`src/design/mem_pkg.sv`:
```
package mem_pkg;

  // Defaults only; the top level sets its own parameters from these.
  localparam int DATA_WIDTH     = 32;
  localparam int ADDR_WIDTH     = 10;
  localparam int REG_ADDR_WIDTH = 5;

  typedef logic [DATA_WIDTH-1:0]     data_t;
  typedef logic [ADDR_WIDTH-1:0]     addr_t;
  typedef logic [REG_ADDR_WIDTH-1:0] reg_idx_t;

  typedef enum logic [1:0] {
    SIZE_BYTE = 2'b00,
    SIZE_HALF = 2'b01,
    SIZE_WORD = 2'b10
  } access_size_t;

  // One executed instruction from the execute stage.
  typedef struct packed {
    logic         valid;
    logic         is_load;
    logic         is_store;
    logic         reg_wr_en;
    reg_idx_t     wr_reg;
    data_t        alu_result;  // Result or byte address.
    data_t        rs2_data;    // Store data.
    access_size_t size;
  } ex_mem_t;

  // Data memory request with single-cycle rd and wr strobes.
  typedef struct packed {
    logic         rd;
    logic         wr;
    addr_t        addr;
    data_t        wdata;
    access_size_t size;
  } mem_req_t;

  // Writeback commit.
  typedef struct packed {
    logic     wr_en;
    reg_idx_t rd;
    data_t    data;
  } wb_req_t;

endpackage : mem_pkg

```
`src/design/ex_mem_reg.sv`:
```
module ex_mem_reg (
  input  logic             clk_i,
  input  logic             rst_i,
  input  logic             stall_i,
  input  mem_pkg::ex_mem_t instr_i,
  output mem_pkg::ex_mem_t held_o
);

  mem_pkg::ex_mem_t held_q;

  always_ff @(posedge clk_i) begin : hold_flops
    if (!rst_i) begin
      held_q.valid <= 1'b0;  // Valid clears on reset.
    end else if (!stall_i) begin
      held_q <= instr_i;  // Load next instruction.
    end
  end

  assign held_o = held_q;

  // An instruction under stall must not change or vanish before the stage finishes it.
  property p_hold_under_stall;
    @(posedge clk_i) disable iff (!rst_i)
      $past(rst_i) && $past(stall_i) |-> $stable(held_o);
  endproperty

  a_hold_under_stall : assert property (p_hold_under_stall)
    else $error("ex_mem_reg: held instruction changed during stall");

endmodule : ex_mem_reg

```
`config.mk`:
```
export PLATFORM = sky130hd
export DESIGN_NAME = ex_mem_reg
export DESIGN_NICKNAME = d
export VERILOG_FILES = /design/src/design/mem_pkg.sv /design/src/design/ex_mem_reg.sv
export SDC_FILE = /design/constraint.sdc
export NUM_CORES = 1
export LEC_CHECK = 0
export BUFFER_PORTS_ARGS = -buffer_cell sky130_fd_sc_hd__buf_4
export CAP_MARGIN = 25
export CORE_ASPECT_RATIO = 1.4
export CORE_UTILIZATION = 41
export DETAILED_ROUTE_END_ITERATION = 8
export HOLD_SLACK_MARGIN = 0.05
export PLACE_DENSITY = 0.8
export SYNTH_ARGS = -nofsm -noshare
export SYNTH_HDL_FRONTEND = slang
export SYNTH_SLANG_ARGS = --single-unit
```
`constraint.sdc`:
```
create_clock -name clk_i -period 2.16 [get_ports clk_i]
set_input_delay 0.324 -clock clk_i [delete_from_list [all_inputs] [get_ports clk_i]]
set_output_delay 0.324 -clock clk_i [all_outputs]
set_load 0.05 [all_outputs]
```
==> summary.txt <==
Fin cells -> 313
Yosys cell types -> 5
Top cells by area, synth -> edfxtp_1 98%, dfxtp_1 0.88%, mux2i_1 0.44%, and2b_2 0.39%, nor2b_1 0.28%
Cts repair resizes -> 0
Hold Violations, Final -> 0
Mapped cell area -> 0.002267 sq mm
Gp weighted congestion -> 0.7150
Vias -> 1379
Maximum vdd drop -> 528.7 uV
Syn avg cell area -> 29.07 sq um
Vias per inst -> 4.406
Vias in the first global route -> 1448
Met2 Wirelength -> 2843 um
WS Path Type -> flop to primary output
Crit-path cells -> buf_4
Number of port buffers -> 152
CP Launch Type -> flop
CP Max Fanout -> 1
Grt total ovfl -> 0
Max cap viols -> 0
Ports -> 153
Gate Count Post-Synth -> 78
WP buf/inv -> 1
GRT Resource Usage Total -> 0.1779
Post-synth top area share -> 0.9801
Max layer used -> met4
Fin crit period -> 1251 ps
Drt drc -> 0
Final #Nets -> 321
Average wire per standard cell -> 15.83 um
Fin. max-slew vios -> 0
Top delay family on crit path -> flip-flops
# Post-CTS Setup Buffers -> 0
Antenna Violating Nets Remaining -> 0
RSZ-0062 raised after global routing -> false
Clk sinks -> 75
Rel. slew slack -> 0.6877
Layout cells sized above 1 -> 0.6721
Final setup viols -> 0
Status -> finished, final reports clean
Critical Path Max Stage Delay -> 390 ps
Post-synth top area cell -> edfxtp_1
Largest net degree at the start of global routing -> 39
TritonCTS clock tree -> yes
Register area share after synthesis -> 0.9890
Peak Freq -> 799.2 MHz
Die area -> 0.005835 sq mm
Clock root cell -> clkbuf_8
Post-synth net total -> 156
Fin crit share -> 0.5793
ANT cells -> 0
Crit. End Element -> primary output
Initial Utilization -> 0.4330
First-pass GRT wire length -> 7086 um
CTS Buf Count -> 9
Initial drt markers -> 101
Clk_skew -> 0 ps
Initial antenna violation count -> 0
Setup TNS -> 0 ps
Final wirelength -> 4956 um
Number of flip-flops in the largest register -> 75
Yosys warns -> 0
First drt pass iteration count -> 4
CORE AREA -> 0.005236 sq mm
Synth-to-Final Area Change -> 62.31%
Die W -> 64.85 um
PwrDens -> 900.9 mW/mm^2
Hold-fix buffers, CTS -> 0
Chip height -> 89.99 um
CTS max path bufs -> 2
Post-placement cell count -> 298
Clock latency on the worst-skew pair -> 330 ps
Core Rows -> 31
Post-synthesis register bit count -> 75
Met3 WL post-DR -> 406 um
H-tree depth -> 3
Lkg Pwr -> 1.545 nW
Worst-Margin Slew -> 468.5 ps
Clock transition at path regs -> 70 ps
Worst Hold Class -> input pin to flop
Critical path data arrival time -> 930 ps
Required @ worst endpoint -> 1840 ps
Metal-1 WL -> 1500 um
Post-DP HPWL -> 3671 um
CP max stage cell -> edfxtp_1
## routing by layer
layer | global-route usage | vias up
li1 | - | 642
met1 | 0.1616 | 637
met2 | 0.3082 | 83
met3 | 0.05838 | 17
met4 | 0.1426 | 0
met5 | 0 | -
## metrics by stage
step                setup slack (ps)    util  total power, mW  area (sq um)  hold WS [ps]
floorplan                      416.9       -            2.124          2267         422.9
global placement               749.7  0.6695            2.373          3506         502.2
detailed placement             719.5  0.6695            2.387          3506         503.3
CTS                            886.7  0.7027            3.352          3680         141.0
global route                   865.4  0.7027            3.433          3680         128.3
finish                         908.7  0.7027            3.315          3680         159.8
## cells in the mapped netlist (all sizes together)
cell type,count
nor2b,1
dfxtp,1
mux2i,1
edfxtp,74
and2b,1
## final cells by class
class	count	area, sq um
clock buffer	11	131.4
fill	367	1556
multi-input combinational	3	25.02
sequential	75	2242
timing repair buffer	154	1156
tap	66	82.58
clock inverter	4	42.54
## power by group
part           internal, mW  total [mW]  switching [mW]
sequential             1.71        1.73          0.0260
combinational         0.205       0.616           0.411
clock                 0.518       0.965           0.447
## kinds of logic (layout without fill, tap and decap cells)
| kind of cell | Yosys count | count (layout) | share of synthesized area |
|---|---|---|---|
| buffers and inverters | 0 | 169 | 0 |
| flip-flops | 75 | 75 | 0.9890 |
| multiplexers | 1 | 1 | 0.004415 |
| AND/OR/NAND/NOR | 2 | 2 | 0.006625 |
## final timing paths
| check | startpoint | end | slack, ps | cells past startpoint |
|---|---|---|---|---|
| max | held_o[70] | held_o[70] | 910 | 1 |
| min | instr_i[19] | held_o[19] | 160 | 1 |
| max reg2reg | held_o[74] | held_o[74] | 1550 | 2 |
| min reg2reg | held_o[74] | held_o[74] | 530 | 2 |
## placed cells by master, fill, tap and decap left out
cell | Yosys | layout
buf_4 | 0 | 154
edfxtp_1 | 74 | 74
clkbuf_8 | 0 | 9
clkbuf_1 | 0 | 2
clkinv_1 | 0 | 2
and2b_2 | 1 | 1
mux2i_1 | 1 | 1
nor2b_1 | 1 | 1
clkinv_2 | 0 | 1
bufinv_16 | 0 | 1
dfxtp_1 | 1 | 1
(Power assumes the default switching activity.)
