`src/design/mem_pkg.sv`:
```
package mem_pkg;

  // Defaults only; the top level sets its own parameters from these.
  localparam int DATA_WIDTH     = 32;
  localparam int ADDR_WIDTH     = 10;
  localparam int REG_ADDR_WIDTH = 5;

  typedef logic [DATA_WIDTH-1:0]     data_t;
  typedef logic [ADDR_WIDTH-1:0]     addr_t;
  typedef logic [REG_ADDR_WIDTH-1:0] reg_idx_t;

  typedef enum logic [1:0] {
    SIZE_BYTE = 2'b00,
    SIZE_HALF = 2'b01,
    SIZE_WORD = 2'b10
  } access_size_t;

  // One executed instruction from the execute stage.
  typedef struct packed {
    logic         valid;
    logic         is_load;
    logic         is_store;
    logic         reg_wr_en;
    reg_idx_t     wr_reg;
    data_t        alu_result;  // Result or byte address.
    data_t        rs2_data;    // Store data.
    access_size_t size;
  } ex_mem_t;

  // Data memory request with single-cycle rd and wr strobes.
  typedef struct packed {
    logic         rd;
    logic         wr;
    addr_t        addr;
    data_t        wdata;
    access_size_t size;
  } mem_req_t;

  // Writeback commit.
  typedef struct packed {
    logic     wr_en;
    reg_idx_t rd;
    data_t    data;
  } wb_req_t;

endpackage : mem_pkg

```
`src/design/mem_stage.sv`:
```
module mem_stage #(
  parameter int DATA_WIDTH = mem_pkg::DATA_WIDTH,
  parameter int ADDR_WIDTH = mem_pkg::ADDR_WIDTH
) (
  input  logic              clk_i,
  input  logic              rst_i,
  input  mem_pkg::ex_mem_t  instr_i,
  input  logic              rdata_valid_i,
  input  mem_pkg::data_t    rdata_i,
  output mem_pkg::mem_req_t req_o,
  output logic              stall_o,
  output logic              wb_valid_o,
  output mem_pkg::wb_req_t  wb_o
);

  typedef enum logic [1:0] {
    IDLE    = 2'b00,
    READY   = 2'b01,
    WAITING = 2'b10
  } state_t;

  state_t state_q, state_d;

  logic [DATA_WIDTH-1:0] wb_data;
  logic [ADDR_WIDTH-1:0] req_addr;
  logic                  wb_wr_en;

  always_ff @(posedge clk_i) begin : state_flops
    if (!rst_i) begin
      state_q <= IDLE;
    end else begin
      state_q <= state_d;
    end
  end

  assign req_addr = instr_i.alu_result[ADDR_WIDTH-1:0];
  // Load data once the memory answers, otherwise the ALU result.
  assign wb_data  = (state_q == WAITING) ? rdata_i : instr_i.alu_result[DATA_WIDTH-1:0];

  always_comb begin : fsm
    req_o.rd   = 1'b0;
    req_o.wr   = 1'b0;
    req_o.addr = req_addr;
    req_o.wdata = instr_i.rs2_data;
    req_o.size = instr_i.size;
    wb_valid_o = 1'b0;
    wb_wr_en   = 1'b0;
    stall_o    = 1'b0;
    state_d    = state_q;

    case (state_q)
      IDLE: begin
        stall_o = 1'b1;  // Hold upstream for the first cycle.
        state_d = READY;
      end
      READY: begin
        if (instr_i.valid) begin
          req_o.rd   = instr_i.is_load;
          req_o.wr   = instr_i.is_store;
          wb_valid_o = !instr_i.is_load;
          wb_wr_en   = instr_i.is_load ? 1'b0 : instr_i.reg_wr_en;
          stall_o    = instr_i.is_load;
          state_d    = instr_i.is_load ? WAITING : READY;
        end
      end
      WAITING: begin
        stall_o = 1'b1;
        if (rdata_valid_i) begin
          wb_valid_o = 1'b1;
          wb_wr_en   = 1'b1;
          stall_o    = 1'b0;
          state_d    = READY;
        end
      end
      default: state_d = IDLE;
    endcase
  end

  assign wb_o.wr_en = wb_wr_en;
  assign wb_o.rd    = instr_i.wr_reg;
  assign wb_o.data  = wb_data;

  a_rd_wr_exclusive : assert property (@(posedge clk_i) disable iff (!rst_i)
    !(req_o.rd && req_o.wr))
    else $error("mem_stage: rd and wr strobes set together");

  // Memory answers only to a load this stage is waiting for.
  a_rdata_in_waiting : assert property (@(posedge clk_i) disable iff (!rst_i)
    rdata_valid_i |-> state_q == WAITING)
    else $error("mem_stage: read data outside WAITING");

endmodule : mem_stage

```
`config.mk`:
```
export PLATFORM = sky130hd
export DESIGN_NAME = mem_stage
export DESIGN_NICKNAME = d
export VERILOG_FILES = /design/src/design/mem_pkg.sv /design/src/design/mem_stage.sv
export SDC_FILE = /design/constraint.sdc
export NUM_CORES = 1
export LEC_CHECK = 0
export BUFFER_PORTS_ARGS = -buffer_cell sky130_fd_sc_hd__buf_2
export CORE_MARGIN = 8
export CORE_UTILIZATION = 26
export DETAILED_ROUTE_END_ITERATION = 16
export HOLD_SLACK_MARGIN = 0.15
export PLACE_DENSITY = 0.85
export RECOVER_POWER = 50
export SLEW_MARGIN = 20
export SYNTH_ARGS = -nofsm -noshare
export SYNTH_HDL_FRONTEND = slang
export SYNTH_SLANG_ARGS = --single-unit
```
`constraint.sdc`:
```
create_clock -name clk_i -period 2.25 [get_ports clk_i]
set_clock_uncertainty 0.2 [all_clocks]
set_input_delay 0.1125 -clock clk_i [delete_from_list [all_inputs] [get_ports clk_i]]
set_output_delay 0.1125 -clock clk_i [all_outputs]
set_load 0.05 [all_outputs]
```
==> results of run 1 <==
[worst max path at each step]
| stage | from | end | slack, ps | cells past startpoint |
|---|---|---|---|---|
| after global routing | state_q[0] | state_q[0] | 20 | 7 |
| after detailed placement | state_q[0] | stall_o | 450 | 7 |
| after global placement | state_q[0] | stall_o | 520 | 7 |
| after CTS | state_q[0] | state_q[0] | 130 | 7 |
| final | state_q[0] | state_q[0] | 130 | 7 |
| after floorplan | state_q[1] | stall_o | 60 | 5 |
[layout make-up]
cell class / count / share of cell area
timing repair buffer: 162 / 0.595
multi-input combinational: 57 / 0.320
tap: 48 / 0.0341
clock buffer: 3 / 0.0234
sequential: 2 / 0.0227
inverter: 2 / 0.00426
[report_power, final]
group,internal [mW],switching [mW]
sequential,0.0395,0.00516
combinational,0.184,0.427
clock,0.113,0.0246
total,0.336,0.457
[layout by cell type (no fill, tap or decap), types with 2 or more instances in the layout]
cell type	count
sky130_fd_sc_hd__a21boi_0	2
sky130_fd_sc_hd__and3_1	2
sky130_fd_sc_hd__buf_2	107
sky130_fd_sc_hd__clkbuf_1	10
sky130_fd_sc_hd__clkbuf_8	3
sky130_fd_sc_hd__dfxtp_1	2
sky130_fd_sc_hd__dlygate4sd3_1	43
sky130_fd_sc_hd__ha_1	4
sky130_fd_sc_hd__inv_1	2
sky130_fd_sc_hd__mux2_2	32
sky130_fd_sc_hd__nand2_1	2
sky130_fd_sc_hd__nand2b_1	2
sky130_fd_sc_hd__nor2_1	2
sky130_fd_sc_hd__o21ai_0	3
[cell families (layout without fill, tap and decap cells)]
family	Yosys count	in the layout
flip-flops	2	2
multiplexers	32	32
buffers and inverters	56	167
AO/OA/AOI/OAI	7	7
AND/OR/NAND/NOR	13	13
adder cells (fa/ha/maj)	5	5
[routing by layer]
layer	vias to the layer above	wire, microns
met5	-	0
li1	562	-
met4	0	23
met3	2	456
met2	95	2930
met1	544	1650
[cells in the mapped netlist]
master                     count
sky130_fd_sc_hd__buf_4        50
sky130_fd_sc_hd__mux2_2       32
sky130_fd_sc_hd__ha_1          5
sky130_fd_sc_hd__buf_2         3
sky130_fd_sc_hd__o21ai_0       3
sky130_fd_sc_hd__a21boi_0      2
sky130_fd_sc_hd__and3_1        2
sky130_fd_sc_hd__dfxtp_1       2
sky130_fd_sc_hd__inv_1         2
sky130_fd_sc_hd__nand2_1       2
sky130_fd_sc_hd__nand2b_1      2
sky130_fd_sc_hd__nor2_1        2
sky130_fd_sc_hd__a2111o_1      1
sky130_fd_sc_hd__a21boi_1      1
sky130_fd_sc_hd__and2_1        1
sky130_fd_sc_hd__buf_6         1
sky130_fd_sc_hd__nand4b_1      1
sky130_fd_sc_hd__nor2b_1       1
sky130_fd_sc_hd__nor2b_4       1
sky130_fd_sc_hd__nor3_1        1
[per-stage QoR]
stage | setup WS [ps] | total power [mW] | hold WS, ps
after floorplan | 60.9 | 0.531 | 65.6
after global placement | 520 | 0.446 | 25.3
after detailed placement | 452 | 0.451 | 25.3
after CTS | 130 | 0.793 | 164
after global routing | 20.1 | 0.824 | 222
final | 130 | 0.793 | 171
[critical path: stages, from the launching register on]
cell                            delay [ps]
sky130_fd_sc_hd__dfxtp_1               390
sky130_fd_sc_hd__inv_1                 110
sky130_fd_sc_hd__ha_4                  190
sky130_fd_sc_hd__buf_12                150
sky130_fd_sc_hd__nor2b_4               140
sky130_fd_sc_hd__o21ai_0               170
sky130_fd_sc_hd__dlygate4sd3_1         580
sky130_fd_sc_hd__a21boi_1               70
[what timing repair did]
item | CTS | global route
gates resized for setup | 0 | 2
setup buffers | 0 | 0
hold buffers | 43 | 0
endpoints found under the setup margin | 0 | 1
endpoints found under the hold margin | 41 | 0
==> PnR_summary.wiki, run 1 <==
{| class="wikitable"
! Metric !! Value
|-
| Outcome || finished, final reports clean
|-
| Insertion delay of the later-clocked pin in the worst-skew pair || 210 ps
|-
| Hold Path End || state_q[1]
|-
| Worst Hold Depth || 4
|-
| Sum of negative setup slack || 0 ps
|-
| DR DRC count || 0
|-
| Number of antenna-violating nets in the routed design || 0
|-
| Post-synthesis share of cell area spent on and, or, nand and nor gates || 0.0800
|-
| Reg with most FFs || state_q
|-
| Data arrival at the endpoint of the critical path || between 2000 and 2500 ps
|-
| Crit Path Category || flip-flop to flip-flop
|-
| Number of H-tree branching levels || 1
|-
| Number of failing hold endpoints at the final stage || 0
|-
| Setup crit end kind || flip-flop
|-
| Drt first pass iters || 4
|-
| Max IR drop VDD || ~0.34 mV
|-
| Final Critical Period || around 2100 ps
|-
| Final nets || between 300 and 400
|-
| DRT Wirelength || 5060 microns
|-
| GRT met3 Usage || 0.0421
|-
| Number of buffers inserted by port buffering || approximately 120
|-
| Relative area change from synthesis to final layout || 76.0%
|-
| Count of placed standard cells in the final layout, fillers left out || 274
|-
| Average routed wire per standard cell || between 15 and 20 microns
|-
| Syn nets || 230
|-
| Total power density per cell area || between 400 and 500 mW/mm^2
|-
| Post-detail-place hpwl || approximately 3200 microns
|-
| Antenna violations before repair || 0
|-
| Capturing point of the worst reg2reg path || state_q[0]
|-
| Die Y || between 70 and 80 microns
|-
| Leakage dissipation || slightly below 0.9 nW
|-
| DRC violation total after the first TritonRoute iteration || 14
|-
| Initial Util || 0.271
|-
| Worst max-slew margin expressed relative to the limit || 0.590
|-
| Nature of the critical path startpoint || flip-flop
|-
| Flop and latch count out of synthesis || 2
|-
| Global-route wire length before repair || roughly 7300 microns
|-
| Global routing's busiest layer || met2
|-
| Max reg flops || 2
|-
| Vias in the first global route || ~1400
|-
| TritonCTS clock tree || done
|-
| Filler cell count || 350
|-
| Total number of clock tree sinks || 2
|-
| Boundary Pins || between 150 and 200
|-
| Flip-flop and latch area || about 40 sq um
|-
| Main area contributors after synthesis || sky130_fd_sc_hd__buf_4, sky130_fd_sc_hd__mux2_2, sky130_fd_sc_hd__ha_1
|-
| Met2 demand-to-capacity share in global routing || 0.310
|-
| Layout cells sized above 1 || 0.646
|-
| Setup repair after global routing missed its margin || false
|-
| Cell area after synthesis || 0.00100 sq mm
|-
| Detailed-route via count || 1203
|-
| Pin count of the biggest net entering global routing || 36
|-
| Final std cell area, no fill || approximately 0.0018 sq mm
|-
| Crit Path Max Fanout || 18
|-
| Cell chosen for the clock root || sky130_fd_sc_hd__clkbuf_8
|-
| Reg2reg setup slack || about 130 ps
|-
| Start of the worst register-to-register path || state_q[0]
|-
| Count of standard-cell rows || 22
|-
| Slew Limit Fails || 0
|-
| Syn Area/Cell || about 8.7 sq um
|-
| Finished Core Util || 0.478
|-
| Hold Crit Class || input port to flip-flop
|-
| Register area share after synthesis || 0.0400
|-
| Area fraction in compound gates after synthesis || 0.0488
|-
| Registers with the most flip-flops || state_q: 2 flops
|-
| Final Cycle Share || 0.942
|-
| Share of the synthesized area in the top cell type || 0.375
|-
| Final setup violating endpoints || 0
|-
| Worst endpoint required time || approximately 2100 ps
|-
| Post-Synth Adder-Cell Area || 0.0625
|-
| Cell count after placement || 227
|-
| Max Cap Violations || 0
|-
| Number of cells traversed by the worst register-to-register path || 7
|-
| Antenna fix cells || 0
|-
| TritonCTS Buffers || 3
|-
| Xor and xnor area share after synthesis || 0
|-
| Maximum clock rate || around 0.47 GHz
|-
| Multi-input gate area || 564 sq um
|-
| Launch point of the worst hold path || instr_i[74]
|-
| Largest family of logic cells by synthesized area || buffers and inverters
|-
| Width of the die || about 80 microns
|-
| Detailed-route vias per instance || between 4 and 5
|-
| Maximum clock insertion buffer count || 2
|-
| Met1 Track Usage GR || 0.119
|-
| All-Layer GR Usage || 0.142
|-
| YS warnings || 0
|-
| Transition at the pin with the smallest max-transition slack || 618 ps
|-
| Number of distinct library cells after synthesis || 20
|-
| Total Die Area || around 0.006 sq mm
|-
| Core region area || roughly 0.0037 sq mm
|-
| Global placer's final weighted congestion || roughly 0.76
|-
| Clock-pin transition on the worst setup and hold timing paths || approximately 30 ps
|-
| Post-detailed-placement cell area || around 0.0013 sq mm
|-
| Dominant cell type by area after synthesis || sky130_fd_sc_hd__buf_4
|-
| Mux contribution to synthesized area || 0.360
|-
| GR Overflow Total || 0
|-
| Cell count after synthesis || between 100 and 150
|}
Note: power is estimated with default switching activity, not from simulation.
==> run 2: changes to the inputs <==
CORE_UTILIZATION = 28   (was 26)
PLACE_DENSITY = 0.9   (was 0.85)
clock period = 2.6 ns   (was 2.25 ns; I/O delays follow)
==> run 2 against run 1 <==
Compared with the run above: first-iteration DRC count shrank 7.1%; critical path depth is the same; routed wire length down 5.6%.
==> PnR_summary.wiki, run 2 (synthesis results as in run 1) <==
{| class="wikitable"
! Metric !! Value
|-
| Count of standard-cell rows || 21 (-4.5%)
|-
| Reg2reg setup slack || 470 ps (+340 ps)
|-
| Die Y || 75.8 microns (-2.9%)
|-
| Number of failing hold endpoints at the final stage || 0 (unchanged)
|-
| Reg with most FFs || state_q
|-
| Outcome || finished, final reports clean
|-
| Final-layout worst hold slack || 173 ps (+1.73 ps)
|-
| Number of antenna-violating nets in the routed design || 0 (unchanged)
|-
| DR DRC count || 0 (unchanged)
|-
| Registers with the most flip-flops || state_q: 2 flops
|-
| Antenna violations before repair || 0 (unchanged)
|-
| Detailed-route vias per instance || 4.29 (-2.2%)
|-
| Cell chosen for the clock root || sky130_fd_sc_hd__clkbuf_4
|-
| Launch point of the worst hold path || instr_i[74]
|-
| Average routed wire per standard cell || 17.6 microns (-4.9%)
|-
| Slowest CP cell || sky130_fd_sc_hd__dlygate4sd3_1
|-
| Critical path buffers and inverters || 3 (unchanged)
|-
| Final Critical Period || 2130 ps (+11.3 ps)
|-
| Total number of clock tree sinks || 2 (unchanged)
|-
| Capturing point of the worst reg2reg path || state_q[0]
|-
| Max reg flops || 2 (unchanged)
|-
| Initial Util || 0.295 (+0.0239)
|-
| Max Cap Violations || 0 (unchanged)
|-
| Hold Path End || state_q[1]
|-
| Clock-pin transition on the worst setup and hold timing paths || 30 ps (about the same)
|-
| DRT Wirelength || 4780 microns (-5.6%)
|-
| Worst endpoint required time || 2520 ps (+380 ps)
|-
| Uppermost signal routing layer after detailed routing || met4
|-
| Boundary Pins || 196 (unchanged)
|-
| Setup crit end kind || flip-flop
|-
| Number of buffers inserted to repair setup after CTS || 0 (unchanged)
|-
| Number of cells traversed by the worst register-to-register path || 7 (unchanged)
|-
| Slowest cell delay on critical path || 560 ps (-20 ps)
|-
| Relative area change from synthesis to final layout || 69.6%
|-
| TritonCTS Buffers || 3 (unchanged)
|-
| Final nets || 343 (unchanged)
|-
| Category of cells accounting for the largest share of critical-path delay || buffers and inverters
|-
| Transition at the pin with the smallest max-transition slack || 645 ps (+27.5 ps)
|-
| Leakage dissipation || 0.863 nW (-1.8%)
|-
| Pin count of the biggest net entering global routing || 20 (-44%)
|-
| Sum of negative setup slack || 0 ps (unchanged)
|-
| Total Die Area || 0.00574 sq mm (-5.7%)
|-
| Setup repair after global routing missed its margin || false
|-
| Data arrival at the endpoint of the critical path || 2050 ps (+40 ps)
|-
| Maximum clock rate || 0.469 GHz (-0.53%)
|-
| Crit Path Category || flip-flop to flip-flop
|-
| Met1 WL || 1370 microns (-17%)
|-
| Nature of the critical path startpoint || flip-flop
|-
| Number of H-tree branching levels || 1 (unchanged)
|-
| Final Cycle Share || 0.820 (-0.122)
|-
| Global-route wire length before repair || 6270 microns (-14%)
|-
| Vias in the first global route || 1238 (-14%)
|-
| Most frequent standard cell in the layout excluding fill and tap cells || sky130_fd_sc_hd__buf_2
|-
| Layout cells sized above 1 || 0.642 (-0.00442)
|-
| Cells along the critical path || inv_1 > ha_1 > buf_4 > nor2b_4 > o21ai_0 > dlygate4sd3_1 > a21boi_1
|-
| Total power density per cell area || 371 mW/mm^2 (-18%)
|-
| Post-detail-place hpwl || 3080 microns (-5.1%)
|-
| Final setup slack of the worst path || 469 ps (+339 ps)
|-
| Met3 wirelength from detailed routing || 655 microns (+44%)
|-
| Core region area || 0.00339 sq mm (-8.1%)
|-
| Worst max-slew margin expressed relative to the limit || 0.572 (-0.0182)
|-
| All-Layer GR Usage || 0.140 (-0.00121)
|-
| Max IR drop VDD || 0.260 mV (-24%)
|-
| GR Overflow Total || 0 (unchanged)
|-
| Number of gates resized after cts || 0 (unchanged)
|-
| Crit. Startpoint || state_q[0]
|-
| Worst slack at placement || 777 ps (+325 ps)
|-
| Number of buffers inserted by port buffering || 117 (unchanged)
|-
| Insertion delay of the later-clocked pin in the worst-skew pair || 230 ps (+20 ps)
|-
| Final setup violating endpoints || 0 (unchanged)
|-
| Slew Limit Fails || 0 (unchanged)
|-
| Crit Path Max Fanout || 19 (+1)
|-
| Worst Hold Depth || 4 (unchanged)
|-
| TritonCTS clock tree || done
|-
| Width of the die || 75.8 microns (-2.9%)
|-
| Drt first pass iters || 4 (unchanged)
|-
| Detailed-route via count || 1168 (-2.9%)
|-
| Commonest cells after routing, fill and taps aside || sky130_fd_sc_hd__buf_2, sky130_fd_sc_hd__dlygate4sd3_1, sky130_fd_sc_hd__mux2_2
|-
| Start of the worst register-to-register path || state_q[0]
|-
| Global placer's final weighted congestion || 0.692 (-8.8%)
|-
| Antenna fix cells || 0 (unchanged)
|-
| Met2 wirelength from detailed routing || 2680 microns (-8.7%)
|-
| Maximum clock insertion buffer count || 2 (unchanged)
|-
| DRC violation total after the first TritonRoute iteration || 13 (-1)
|-
| Hold Crit Class || input port to flip-flop
|}
## run 2: changes by cell type in the layout (fill, tap and decap cells not counted)
cell / previous run / this run
sky130_fd_sc_hd__clkbuf_8: 3 / 0
sky130_fd_sc_hd__buf_12: 1 / 0
sky130_fd_sc_hd__ha_4: 1 / 0
sky130_fd_sc_hd__ha_1: 4 / 5
sky130_fd_sc_hd__clkbuf_4: 0 / 3
sky130_fd_sc_hd__clkbuf_16: 1 / 0
sky130_fd_sc_hd__buf_4: 0 / 2
## run 2: where the power goes
group          internal [mW]  switching [mW]  leakage, nW
logic                  0.156           0.364        0.832
registers             0.0342         0.00446       0.0165
clock network         0.0511          0.0198       0.0138
total                  0.241           0.389        0.863
## run 2: cell type report
type	count	area (sq um)
multi-input combinational	57	552
sequential	2	40.0
tap	46	57.6
timing repair buffer	162	1020
fill	328	1690
clock buffer	3	22.5
inverter	2	7.51
## run 2: per-stage QoR
stage                     power, mW  area [sq um]  utilization  cells
after floorplan               0.459          1000            -    115
after global placement        0.384          1260        0.371    226
after detailed placement      0.389          1260        0.371    226
after CTS                     0.635          1710        0.505    272
after global routing          0.662          1700        0.501    272
final                         0.630          1700        0.501    272
## run 2: metal layers
layer  track usage  vias to the layer above
li1              -                      561
met1         0.121                      502
met2         0.284                       95
met3        0.0461                       10
met4        0.0554                        0
met5             0                        -
## run 2: how the worst max path moves through the flow
| stage | to | slack [ps] | cells past startpoint |
|---|---|---|---|
| floorplan | stall_o | 390 | 5 |
| global placement | stall_o | 840 | 7 |
| detailed placement | stall_o | 780 | 7 |
| CTS | state_q[0] | 450 | 7 |
| global route | state_q[0] | 330 | 7 |
| finish | state_q[0] | 470 | 7 |
## run 2: worst register-to-register path, cell delays in order, from the launching register on
cell	delay, ps
sky130_fd_sc_hd__dfxtp_1	400
sky130_fd_sc_hd__inv_1	90
sky130_fd_sc_hd__ha_1	210
sky130_fd_sc_hd__buf_4	210
sky130_fd_sc_hd__nor2b_4	160
sky130_fd_sc_hd__o21ai_0	140
sky130_fd_sc_hd__dlygate4sd3_1	560
sky130_fd_sc_hd__a21boi_1	60
## run 2: timing repair
action | CTS | global route
hold buffers | 43 | 0
endpoints found under the setup margin | 0 | 0
hold endpoints to repair | 41 | 0
